File: config.mk
export PLATFORM = sky130hd
export DESIGN_NAME = arcade_io_top
export DESIGN_NICKNAME = d
export VERILOG_FILES = /design/src/source/arcade_io_pkg.sv /design/src/source/arcade_io_top.sv /design/src/source/audio_dac.sv /design/src/source/control_mapper.sv /design/src/source/key_decoder.sv /design/src/source/video_output.sv
export VERILOG_INCLUDE_DIRS = /design/src /design/src/source
export SDC_FILE = /design/constraint.sdc
export NUM_CORES = 1
export LEC_CHECK = 0
export BUFFER_PORTS_ARGS = -buffer_cell sky130_fd_sc_hd__buf_2
export CAP_MARGIN = 30
export CORE_UTILIZATION = 45
export CTS_CLUSTER_DIAMETER = 150
export DETAILED_ROUTE_END_ITERATION = 10
export GPL_TIMING_DRIVEN = 0
export HOLD_SLACK_MARGIN = 0.03
export PLACE_DENSITY = 0.74
export SLEW_MARGIN = 30
export SYNTH_ARGS = -nofsm -noshare
export SYNTH_HDL_FRONTEND = slang
export SYNTH_SLANG_ARGS = --single-unit
export TNS_END_PERCENT = 10
File: constraint.sdc
create_clock -name clock_24 -period 2.95 [get_ports clock_24]
set_input_delay 0.1475 -clock clock_24 [delete_from_list [all_inputs] [get_ports clock_24]]
set_output_delay 0.1475 -clock clock_24 [all_outputs]
set_load 0.05 [all_outputs]
File: src/source/arcade_io_settings.svh
`ifndef ARCADE_IO_SETTINGS_SVH
`define ARCADE_IO_SETTINGS_SVH

// Width of the game's audio sample
`define ARCADE_AUDIO_BITS 16

// Flip-flops in the joystick synchronizer
`define ARCADE_JOY_SYNC_STAGES 2

`endif

File: src/source/arcade_io_pkg.sv
`default_nettype none

package arcade_io_pkg;

	// One PS/2 scancode byte, extended prefix already stripped
	typedef logic [7:0] key_code_t;

	// MiST joystick word
	typedef logic [7:0] joy_word_t;

	// Bit positions inside joy_word_t
	localparam int joy_right = 0;
	localparam int joy_left = 1;
	localparam int joy_down = 2;
	localparam int joy_up = 3;
	localparam int joy_fire = 4;

	// Scanline strength as set in the OSD menu
	typedef enum logic [1:0] {
		off = 2'd0,
		dim25 = 2'd1,
		dim50 = 2'd2,
		dim75 = 2'd3
	} scanline_mode_t;

	// One VGA DAC channel
	typedef logic [5:0] rgb6_t;

endpackage

`default_nettype wire

File: src/source/arcade_io_top.sv
`timescale 1ns/1ns
`default_nettype none
`include "arcade_io_settings.svh"

module arcade_io_top (
	input wire clock_24,
	input wire reset,
	input wire arcade_io_pkg::key_code_t key_code,
	input wire key_pressed,
	input wire key_toggle,
	input wire arcade_io_pkg::joy_word_t joystick_0,
	input wire arcade_io_pkg::joy_word_t joystick_1,
	output logic game_right_up,
	output logic game_right_down,
	output logic game_right_left,
	output logic game_right_right,
	output logic game_left_up,
	output logic game_left_down,
	output logic game_left_left,
	output logic game_left_right,
	output logic game_fire,
	output logic game_coin,
	output logic game_start1,
	output logic game_start2,
	input wire pixel_enable,
	input wire [2:0] red,
	input wire [2:0] green,
	input wire [1:0] blue,
	input wire hblank,
	input wire vblank,
	input wire hsync,
	input wire vsync,
	input wire arcade_io_pkg::scanline_mode_t scanlines,
	input wire scandouble_off,
	output arcade_io_pkg::rgb6_t vga_r,
	output arcade_io_pkg::rgb6_t vga_g,
	output arcade_io_pkg::rgb6_t vga_b,
	output logic vga_hs,
	output logic vga_vs,
	input wire [`ARCADE_AUDIO_BITS-1:0] audio,
	output logic audio_l,
	output logic audio_r
);

	logic right_up, right_down, right_left, right_right;
	logic left_up, left_down, left_left, left_right;
	logic coin, start1, start2;
	logic fire1, fire2, fire3;

	key_decoder key_decoder0 (
		.clock_24(clock_24), .reset(reset),
		.key_code(key_code), .key_pressed(key_pressed), .key_toggle(key_toggle),
		.right_up(right_up), .right_down(right_down),
		.right_left(right_left), .right_right(right_right),
		.left_up(left_up), .left_down(left_down),
		.left_left(left_left), .left_right(left_right),
		.coin(coin), .start1(start1), .start2(start2),
		.fire1(fire1), .fire2(fire2), .fire3(fire3)
	);

	control_mapper control_mapper0 (
		.clock_24(clock_24), .reset(reset),
		.joystick_0(joystick_0), .joystick_1(joystick_1),
		.right_up(right_up), .right_down(right_down),
		.right_left(right_left), .right_right(right_right),
		.left_up(left_up), .left_down(left_down),
		.left_left(left_left), .left_right(left_right),
		.coin(coin), .start1(start1), .start2(start2),
		.fire1(fire1), .fire2(fire2), .fire3(fire3),
		.game_right_up(game_right_up), .game_right_down(game_right_down),
		.game_right_left(game_right_left), .game_right_right(game_right_right),
		.game_left_up(game_left_up), .game_left_down(game_left_down),
		.game_left_left(game_left_left), .game_left_right(game_left_right),
		.game_fire(game_fire), .game_coin(game_coin),
		.game_start1(game_start1), .game_start2(game_start2)
	);

	video_output video_output0 (
		.clock_24(clock_24), .reset(reset), .pixel_enable(pixel_enable),
		.red(red), .green(green), .blue(blue),
		.hblank(hblank), .vblank(vblank), .hsync(hsync), .vsync(vsync),
		.scanlines(scanlines), .scandouble_off(scandouble_off),
		.vga_r(vga_r), .vga_g(vga_g), .vga_b(vga_b),
		.vga_hs(vga_hs), .vga_vs(vga_vs)
	);

	audio_dac #(
		.AUDIO_BITS(`ARCADE_AUDIO_BITS),
		.INVERT_MSB(1'b1) // Game sample is signed
	) audio_dac0 (
		.clock_24(clock_24),
		.reset(reset),
		.sample(audio),
		.audio_out(audio_l)
	);

	assign audio_r = audio_l; // Mono on both jacks

endmodule

`default_nettype wire

File: src/source/audio_dac.sv
`timescale 1ns/1ns
`default_nettype none
`include "arcade_io_settings.svh"

module audio_dac #(
	parameter int AUDIO_BITS = `ARCADE_AUDIO_BITS,
	parameter bit INVERT_MSB = 1'b1
) (
	input wire clock_24,
	input wire reset,
	input wire [AUDIO_BITS-1:0] sample,
	output logic audio_out
);

	logic [AUDIO_BITS-1:0] level;
	logic [AUDIO_BITS:0] accumulator;

	// Signed to offset binary
	always_comb begin
		level = sample;
		if (INVERT_MSB) begin
			level[AUDIO_BITS-1] = ~sample[AUDIO_BITS-1];
		end
	end

	// Top bit is the carry of the last add, dropped before the next one
	always_ff @(posedge clock_24) begin
		if (reset) begin
			accumulator <= '0;
		end else begin
			accumulator <= {1'b0, accumulator[AUDIO_BITS-1:0]} + {1'b0, level};
		end
	end

	assign audio_out = accumulator[AUDIO_BITS];

endmodule

`default_nettype wire

File: src/source/control_mapper.sv
`timescale 1ns/1ns
`default_nettype none
`include "arcade_io_settings.svh"

module control_mapper (
	input wire clock_24,
	input wire reset,
	input wire arcade_io_pkg::joy_word_t joystick_0,
	input wire arcade_io_pkg::joy_word_t joystick_1,
	input wire right_up,
	input wire right_down,
	input wire right_left,
	input wire right_right,
	input wire left_up,
	input wire left_down,
	input wire left_left,
	input wire left_right,
	input wire coin,
	input wire start1,
	input wire start2,
	input wire fire1,
	input wire fire2, // Held for cores with more buttons
	input wire fire3,
	output logic game_right_up,
	output logic game_right_down,
	output logic game_right_left,
	output logic game_right_right,
	output logic game_left_up,
	output logic game_left_down,
	output logic game_left_left,
	output logic game_left_right,
	output logic game_fire,
	output logic game_coin,
	output logic game_start1,
	output logic game_start2
);

	localparam int sync_stages = `ARCADE_JOY_SYNC_STAGES;

	arcade_io_pkg::joy_word_t joy0_sync [sync_stages];
	arcade_io_pkg::joy_word_t joy1_sync [sync_stages];
	arcade_io_pkg::joy_word_t joy0;
	arcade_io_pkg::joy_word_t joy1;

	assign joy0 = joy0_sync[sync_stages-1];
	assign joy1 = joy1_sync[sync_stages-1];

	always_ff @(posedge clock_24) begin
		if (reset) begin
			for (int i = 0; i < sync_stages; i++) begin
				joy0_sync[i] <= '0;
				joy1_sync[i] <= '0;
			end
		end else begin
			joy0_sync[0] <= joystick_0;
			joy1_sync[0] <= joystick_1;
			for (int i = 1; i < sync_stages; i++) begin
				joy0_sync[i] <= joy0_sync[i-1];
				joy1_sync[i] <= joy1_sync[i-1];
			end
		end
	end

	always_ff @(posedge clock_24) begin
		if (reset) begin
			game_right_up <= 1'b0;
			game_right_down <= 1'b0;
			game_right_left <= 1'b0;
			game_right_right <= 1'b0;
			game_left_up <= 1'b0;
			game_left_down <= 1'b0;
			game_left_left <= 1'b0;
			game_left_right <= 1'b0;
			game_fire <= 1'b0;
			game_coin <= 1'b0;
			game_start1 <= 1'b0;
			game_start2 <= 1'b0;
		end else begin
			// Right stick shares arrows and joystick 0
			game_right_up <= right_up | joy0[arcade_io_pkg::joy_up];
			game_right_down <= right_down | joy0[arcade_io_pkg::joy_down];
			game_right_left <= right_left | joy0[arcade_io_pkg::joy_left];
			game_right_right <= right_right | joy0[arcade_io_pkg::joy_right];
			game_left_up <= left_up | joy1[arcade_io_pkg::joy_up];
			game_left_down <= left_down | joy1[arcade_io_pkg::joy_down];
			game_left_left <= left_left | joy1[arcade_io_pkg::joy_left];
			game_left_right <= left_right | joy1[arcade_io_pkg::joy_right];
			game_fire <= fire1 | joy0[arcade_io_pkg::joy_fire] |
				joy1[arcade_io_pkg::joy_fire];
			game_coin <= coin;
			game_start1 <= start1;
			game_start2 <= start2;
		end
	end

endmodule

`default_nettype wire

File: src/source/key_decoder.sv
`timescale 1ns/1ns
`default_nettype none

module key_decoder (
	input wire clock_24,
	input wire reset,
	input wire arcade_io_pkg::key_code_t key_code,
	input wire key_pressed,
	input wire key_toggle,
	output logic right_up,
	output logic right_down,
	output logic right_left,
	output logic right_right,
	output logic left_up,
	output logic left_down,
	output logic left_left,
	output logic left_right,
	output logic coin,
	output logic start1,
	output logic start2,
	output logic fire1,
	output logic fire2,
	output logic fire3
);

	logic toggle_sampled;
	logic toggle_previous;
	logic key_event;

	// Change of the sampled toggle marks one key event
	assign key_event = toggle_sampled != toggle_previous;

	always_ff @(posedge clock_24) begin
		if (reset) begin
			toggle_sampled <= 1'b0;
			toggle_previous <= 1'b0;
		end else begin
			toggle_sampled <= key_toggle;
			toggle_previous <= toggle_sampled;
		end
	end

	always_ff @(posedge clock_24) begin
		if (reset) begin
			right_up <= 1'b0;
			right_down <= 1'b0;
			right_left <= 1'b0;
			right_right <= 1'b0;
			left_up <= 1'b0;
			left_down <= 1'b0;
			left_left <= 1'b0;
			left_right <= 1'b0;
			coin <= 1'b0;
			start1 <= 1'b0;
			start2 <= 1'b0;
			fire1 <= 1'b0;
			fire2 <= 1'b0;
			fire3 <= 1'b0;
		end else if (key_event) begin
			case (key_code)
				8'h75: right_up <= key_pressed; // Arrow up
				8'h72: right_down <= key_pressed; // Arrow down
				8'h6b: right_left <= key_pressed; // Arrow left
				8'h74: right_right <= key_pressed; // Arrow right
				8'h1d: left_up <= key_pressed; // W
				8'h1b: left_down <= key_pressed; // S
				8'h1c: left_left <= key_pressed; // A
				8'h23: left_right <= key_pressed; // D
				8'h76: coin <= key_pressed; // ESC
				8'h05: start1 <= key_pressed; // F1
				8'h06: start2 <= key_pressed; // F2
				8'h29: fire1 <= key_pressed; // Space
				8'h11: fire2 <= key_pressed; // Alt
				8'h14: fire3 <= key_pressed; // Ctrl
				default: ; // Other keys ignored
			endcase
		end
	end

endmodule

`default_nettype wire

File: src/source/video_output.sv
`timescale 1ns/1ns
`default_nettype none

module video_output (
	input wire clock_24,
	input wire reset,
	input wire pixel_enable,
	input wire [2:0] red,
	input wire [2:0] green,
	input wire [1:0] blue,
	input wire hblank,
	input wire vblank,
	input wire hsync,
	input wire vsync,
	input wire arcade_io_pkg::scanline_mode_t scanlines,
	input wire scandouble_off,
	output arcade_io_pkg::rgb6_t vga_r,
	output arcade_io_pkg::rgb6_t vga_g,
	output arcade_io_pkg::rgb6_t vga_b,
	output logic vga_hs,
	output logic vga_vs
);

	logic line_odd;
	logic hsync_previous;
	logic blank;
	logic dim_active;
	arcade_io_pkg::rgb6_t red_wide;
	arcade_io_pkg::rgb6_t green_wide;
	arcade_io_pkg::rgb6_t blue_wide;
	arcade_io_pkg::rgb6_t red_next;
	arcade_io_pkg::rgb6_t green_next;
	arcade_io_pkg::rgb6_t blue_next;

	// Subtract the truncated fraction picked by the mode
	function automatic arcade_io_pkg::rgb6_t dim_channel(
		input arcade_io_pkg::rgb6_t value,
		input arcade_io_pkg::scanline_mode_t mode
	);
		logic [7:0] triple;
		triple = {2'b00, value} * 8'd3;
		case (mode)
			arcade_io_pkg::dim25: dim_channel = value - (value >> 2);
			arcade_io_pkg::dim50: dim_channel = value - (value >> 1);
			arcade_io_pkg::dim75: dim_channel = value - triple[7:2];
			default: dim_channel = value;
		endcase
	endfunction

	// Bit repetition keeps full white at 63
	assign red_wide = {red, red};
	assign green_wide = {green, green};
	assign blue_wide = {blue, blue, blue};

	assign blank = hblank | vblank;
	assign dim_active = line_odd & ~scandouble_off;

	always_comb begin
		if (blank) begin
			red_next = '0;
			green_next = '0;
			blue_next = '0;
		end else if (dim_active) begin
			red_next = dim_channel(red_wide, scanlines);
			green_next = dim_channel(green_wide, scanlines);
			blue_next = dim_channel(blue_wide, scanlines);
		end else begin
			red_next = red_wide;
			green_next = green_wide;
			blue_next = blue_wide;
		end
	end

	always_ff @(posedge clock_24) begin
		if (reset) begin
			line_odd <= 1'b0;
			hsync_previous <= 1'b0;
			vga_r <= '0;
			vga_g <= '0;
			vga_b <= '0;
			vga_hs <= 1'b0;
			vga_vs <= 1'b0;
		end else if (pixel_enable) begin
			hsync_previous <= hsync;
			if (hsync && !hsync_previous) begin
				line_odd <= ~line_odd; // New line starts
			end
			vga_r <= red_next;
			vga_g <= green_next;
			vga_b <= blue_next;
			vga_hs <= hsync; // Same delay as colour
			vga_vs <= vsync;
		end
	end

endmodule

`default_nettype wire

==> results list <==
* CP cell instances: clkbuf_4 -> ha_2 -> inv_1 -> fa_1 -> xnor2_1 -> mux2i_1 -> a21oi_2 -> inv_1 -> ha_1 -> nor2b_1 -> o31ai_2 -> a21oi_2 -> xnor2_2 -> a2111oi_2 -> a311o_1
- Switching share of power: 33.3%
- Kind of critical path: primary input to flip-flop
- Once detail routing completed, the nets flagged for antenna violations numbered 0.
- DRC violations left: 0
* Static leakage: 2.67 nW
- Combinational logic burns 34.8% of the power.
- Width of the die: 105 um
- Summed over all nets, the half-perimeter wirelength after detailed placement is 8.45 mm.
- Final weighted congestion in routability-driven placement: 0.878
* Area leader, netlist: dfxtp_1
- Measured against its own limit, the worst slew margin works out to 62.8%.
- The max-slew violation total from the final report is 0.
- The worst path uses 93.6% of the clock period.
- Crit-path slowest cell: fa_1
- The first TritonRoute pass finished after 4 iterations.
* Area enclosed by the die boundary: between 10000 and 15000 um^2
- The clock network burns around 27% of the power.
- Yosys printed 0 warnings.
* Kind of cell adding the most delay to the critical path: compound AO/OA/AOI/OAI gates
- The cell sitting at the root of the clock tree is a clkbuf_8.
* Primary flip-flop cell chosen by synthesis mapping: dfxtp_1
- The run finished with clean final reports.
- Cells with a size suffix above 1 make up 18.2% of the layout.
- Chip height: between 100 and 150 um
- Dividing the detail-routed via count by the number of cells gives around 5.2.
* WL/cell: 13.3 um
- During I/O placement, the number of pins put on the boundary was 94.
- The largest single stage delay on the critical path is 0.41 ns.
- First-pass GRT wire length: 18.2 mm
* Slew at the pin closest to its max-slew limit: between 0.5 and 0.6 ns
- TritonCTS clock tree: built
* Clock Pin Slew Worst Setup and Hold Paths: 0.09 ns
- Most common cell in the synthesized netlist: dfxtp_1
* Total routing usage reported by global routing: 20.3%
- Clock network latency to the later pin of the worst-skew pair: 0.35 ns
- Worst Setup Start Kind: primary input
- Dividing total power by cell area gives a power density of 576 nW/um^2.
- The cell area that synthesis handed to floorplanning was 4820 um^2.
- Iteration-0 DRC count of the detailed router: 195
- Post-synthesis sequential element count: 84
* Count of input and output buffers: 86
- Number of antenna violations at the first check in global routing: 0
- The core region is between 10000 and 15000 um^2.
- The internal power of the cells totals 2.23 mW.
- Async set-reset flop share out of synthesis: 0%
* Final wirelength: roughly 11 mm
* Sequential group share of total power: 38.2%
* Switching Power: between 1 and 1.5 mW
* Via count: approximately 4300
* Sum of internal, switching and leakage power: 3.35 mW
- Setup violations remaining at the end of the flow were counted as 0.
* Net count, final: between 700 and 800
- The repair_antennas step left the layout with diodes totalling 0.
- For this configuration, the core starts out at a cell density of 46.4%.
* Per-instance average area after synthesis: 8.43 um^2
- Data on the critical path is required at its endpoint by 3.19 ns.
* Top-area cell type share of the netlist area: 34.9%
* Dominant cells by area after synthesis: dfxtp_1, ha_1, nor2b_1
- Of all nets on the critical path, the largest fanout is 9.
- Static timing analysis puts the maximum clock frequency at 0.362 GHz.
- Vias in the first global route: 4091
- Setup slack on the critical path of the routed design comes to 0.189 ns.
* Sum of overflow across all layers after global routing: 0
- After synthesis, the most frequently instantiated cells are dfxtp_1, nor2_1, nor2b_1, ha_1, a21oi_1.
- Min-delay worst type: primary input to flip-flop
* EDFF count, synth: 0
- Final hold viol count: 0
- Buffers and inverters on the worst path: 3
- Max IR drop VDD: 0.377 mV
- STA puts the critical path data arrival time at roughly 3.0 ns.
- The clock drives between 80 and 90 sinks.
- Maximum capacitance violations: 0
- The H-tree was split into 3 levels.
- Minimum period implied by the final worst setup slack: 2.76 ns
- Entering global routing, the biggest net connects 16 pins.
- Setup Skew: 0.00802 ns
- Syn_nets: 678
* Worst setup EP type: flip-flop
- The netlist uses 53 different library cells.
- Number of cells produced by synthesis: 571
- For this run, the register share of the synthesized area comes to 34.9%.
- Syn-to-layout area delta: 20.7%
- Number of buffers inserted during clock tree synthesis: 9
* Std-Cell Rows: 37
* Worst-case clock buffer depth: 2
- Before CTS, the worst setup slack after placement is -0.410 ns.
[cell families after synthesis]
group / synth area share (%)
AOI/OAI and AO/OA: 16.5
muxes: 3.53
and+or+nand+nor: 22.8
adders and majority gates: 13.1
xor gates and xnor gates: 4.36
DFF: 34.9
buffers and inverters: 4.70
[timing repair]
| item | in CTS | in global routing |
|---|---|---|
| gates resized for setup | 1 | 13 |
| setup buffers | 0 | 1 |
| pin swaps | 0 | 7 |
| hold endpoints to repair | 11 | 0 |
| hold buffers | 11 | 0 |
| endpoints found under the setup margin | 1 | 2 |
[worst register-to-register path, cell delays in order (launching register included)]
cell and delay (ns):
dfxtp_1 0.32, ha_1 0.19, inv_1 0.06, fa_1 0.37, nor2b_1 0.24, o31a_1 0.21
o21ai_1 0.12, a31oi_1 0.27, xnor2_1 0.17, nor2_1 0.05
[power groups by stage]
stage	Combinational, mW	Clock, mW	Sequential (mW)
final	1.16	0.904	1.28
after global routing	1.29	0.975	1.29
after CTS	1.14	0.921	1.28
after detailed placement	1.12	0	1.31
after global placement	1.08	0	1.30
after floorplan	0.828	0	1.35
[cell usage in the layout, fill, tap and decap left out, types with 3 or more instances in the layout]
master,n
o21ai_0,31
nand3_1,9
inv_6,3
nand3b_1,5
nor2b_1,52
nand2_1,35
nand4_1,6
mux2i_1,17
o21a_1,7
a22oi_1,3
nand2b_1,9
dfxtp_1,84
and2_1,3
dlygate4sd3_1,11
a21oi_1,35
buf_6,3
nor2_1,77
o31ai_1,3
fa_1,6
buf_1,4
a211o_1,3
inv_1,31
buf_2,85
clkbuf_1,13
a41o_1,3
o21ai_1,3
a21o_1,10
xnor2_1,21
a21oi_2,5
a211oi_1,3
clkbuf_8,9
nor3_1,15
ha_1,39
[final cells by class]
type / count / area (um^2)
fillers: 964 / 4560
multi-input cells: 434 / 2960
flip-flops and latches: 84 / 1680
repair buffers: 98 / 553
well taps: 136 / 170
clock buffers: 9 / 124
inverters: 31 / 116
plain buffers: 22 / 110
clock inverters: 7 / 96.3
[sequential cells by signal (all words and copies together), names as in the netlist, 6 cells and up]
| signal | cells |
|---|---|
| audio_dac0.accumulator | 17 |
| control_mapper0.joy0_sync | 10 |
| control_mapper0.joy1_sync | 10 |
| video_output0.vga_b | 6 |
| video_output0.vga_g | 6 |
| video_output0.vga_r | 6 |
[metrics by stage]
| stage | utilization (%) | TNS (ns) | cell area [um^2] | hold WS, ns | std cells |
|---|---|---|---|---|---|
| detailed placement | 52.2 | -0.770 | 5420 | 0.363 | 793 |
| global placement | 52.2 | -0.494 | 5420 | 0.356 | 793 |
| finish | 56.0 | 0 | 5810 | 0.0592 | 821 |
| CTS | 55.5 | 0 | 5750 | 0.0438 | 820 |
| global route | 56.0 | -0.0504 | 5810 | 0.0467 | 821 |
| floorplan | - | 0 | 4820 | 0.276 | 571 |
[worst paths after layout]
kind | endpoint | cells after the start | slack [ns] | from
max | video_output0.vga_r[5] | 15 | 0.19 | red[1]
min reg2reg | control_mapper0.joy0_sync[0][12] | 1 | 0.44 | control_mapper0.joy0_sync[0][4]
max reg2reg | audio_dac0.accumulator[14] | 9 | 0.84 | audio_dac0.accumulator[0]
min | video_output0.vga_hs | 3 | 0.06 | hsync
[layer usage]
layer | wire, um | vias up | part of all wire (%) | global-route usage [%]
met2 | 5120 | 111 | 47 | 34.3
met1 | 5110 | 1953 | 47 | 25.6
met3 | 461 | 23 | 4.2 | 4.70
met5 | 0 | - | 0 | 0
met4 | 236 | 0 | 2.2 | 6.34
li1 | - | 2178 | - | -
Note: power is estimated with default switching activity, not from simulation.
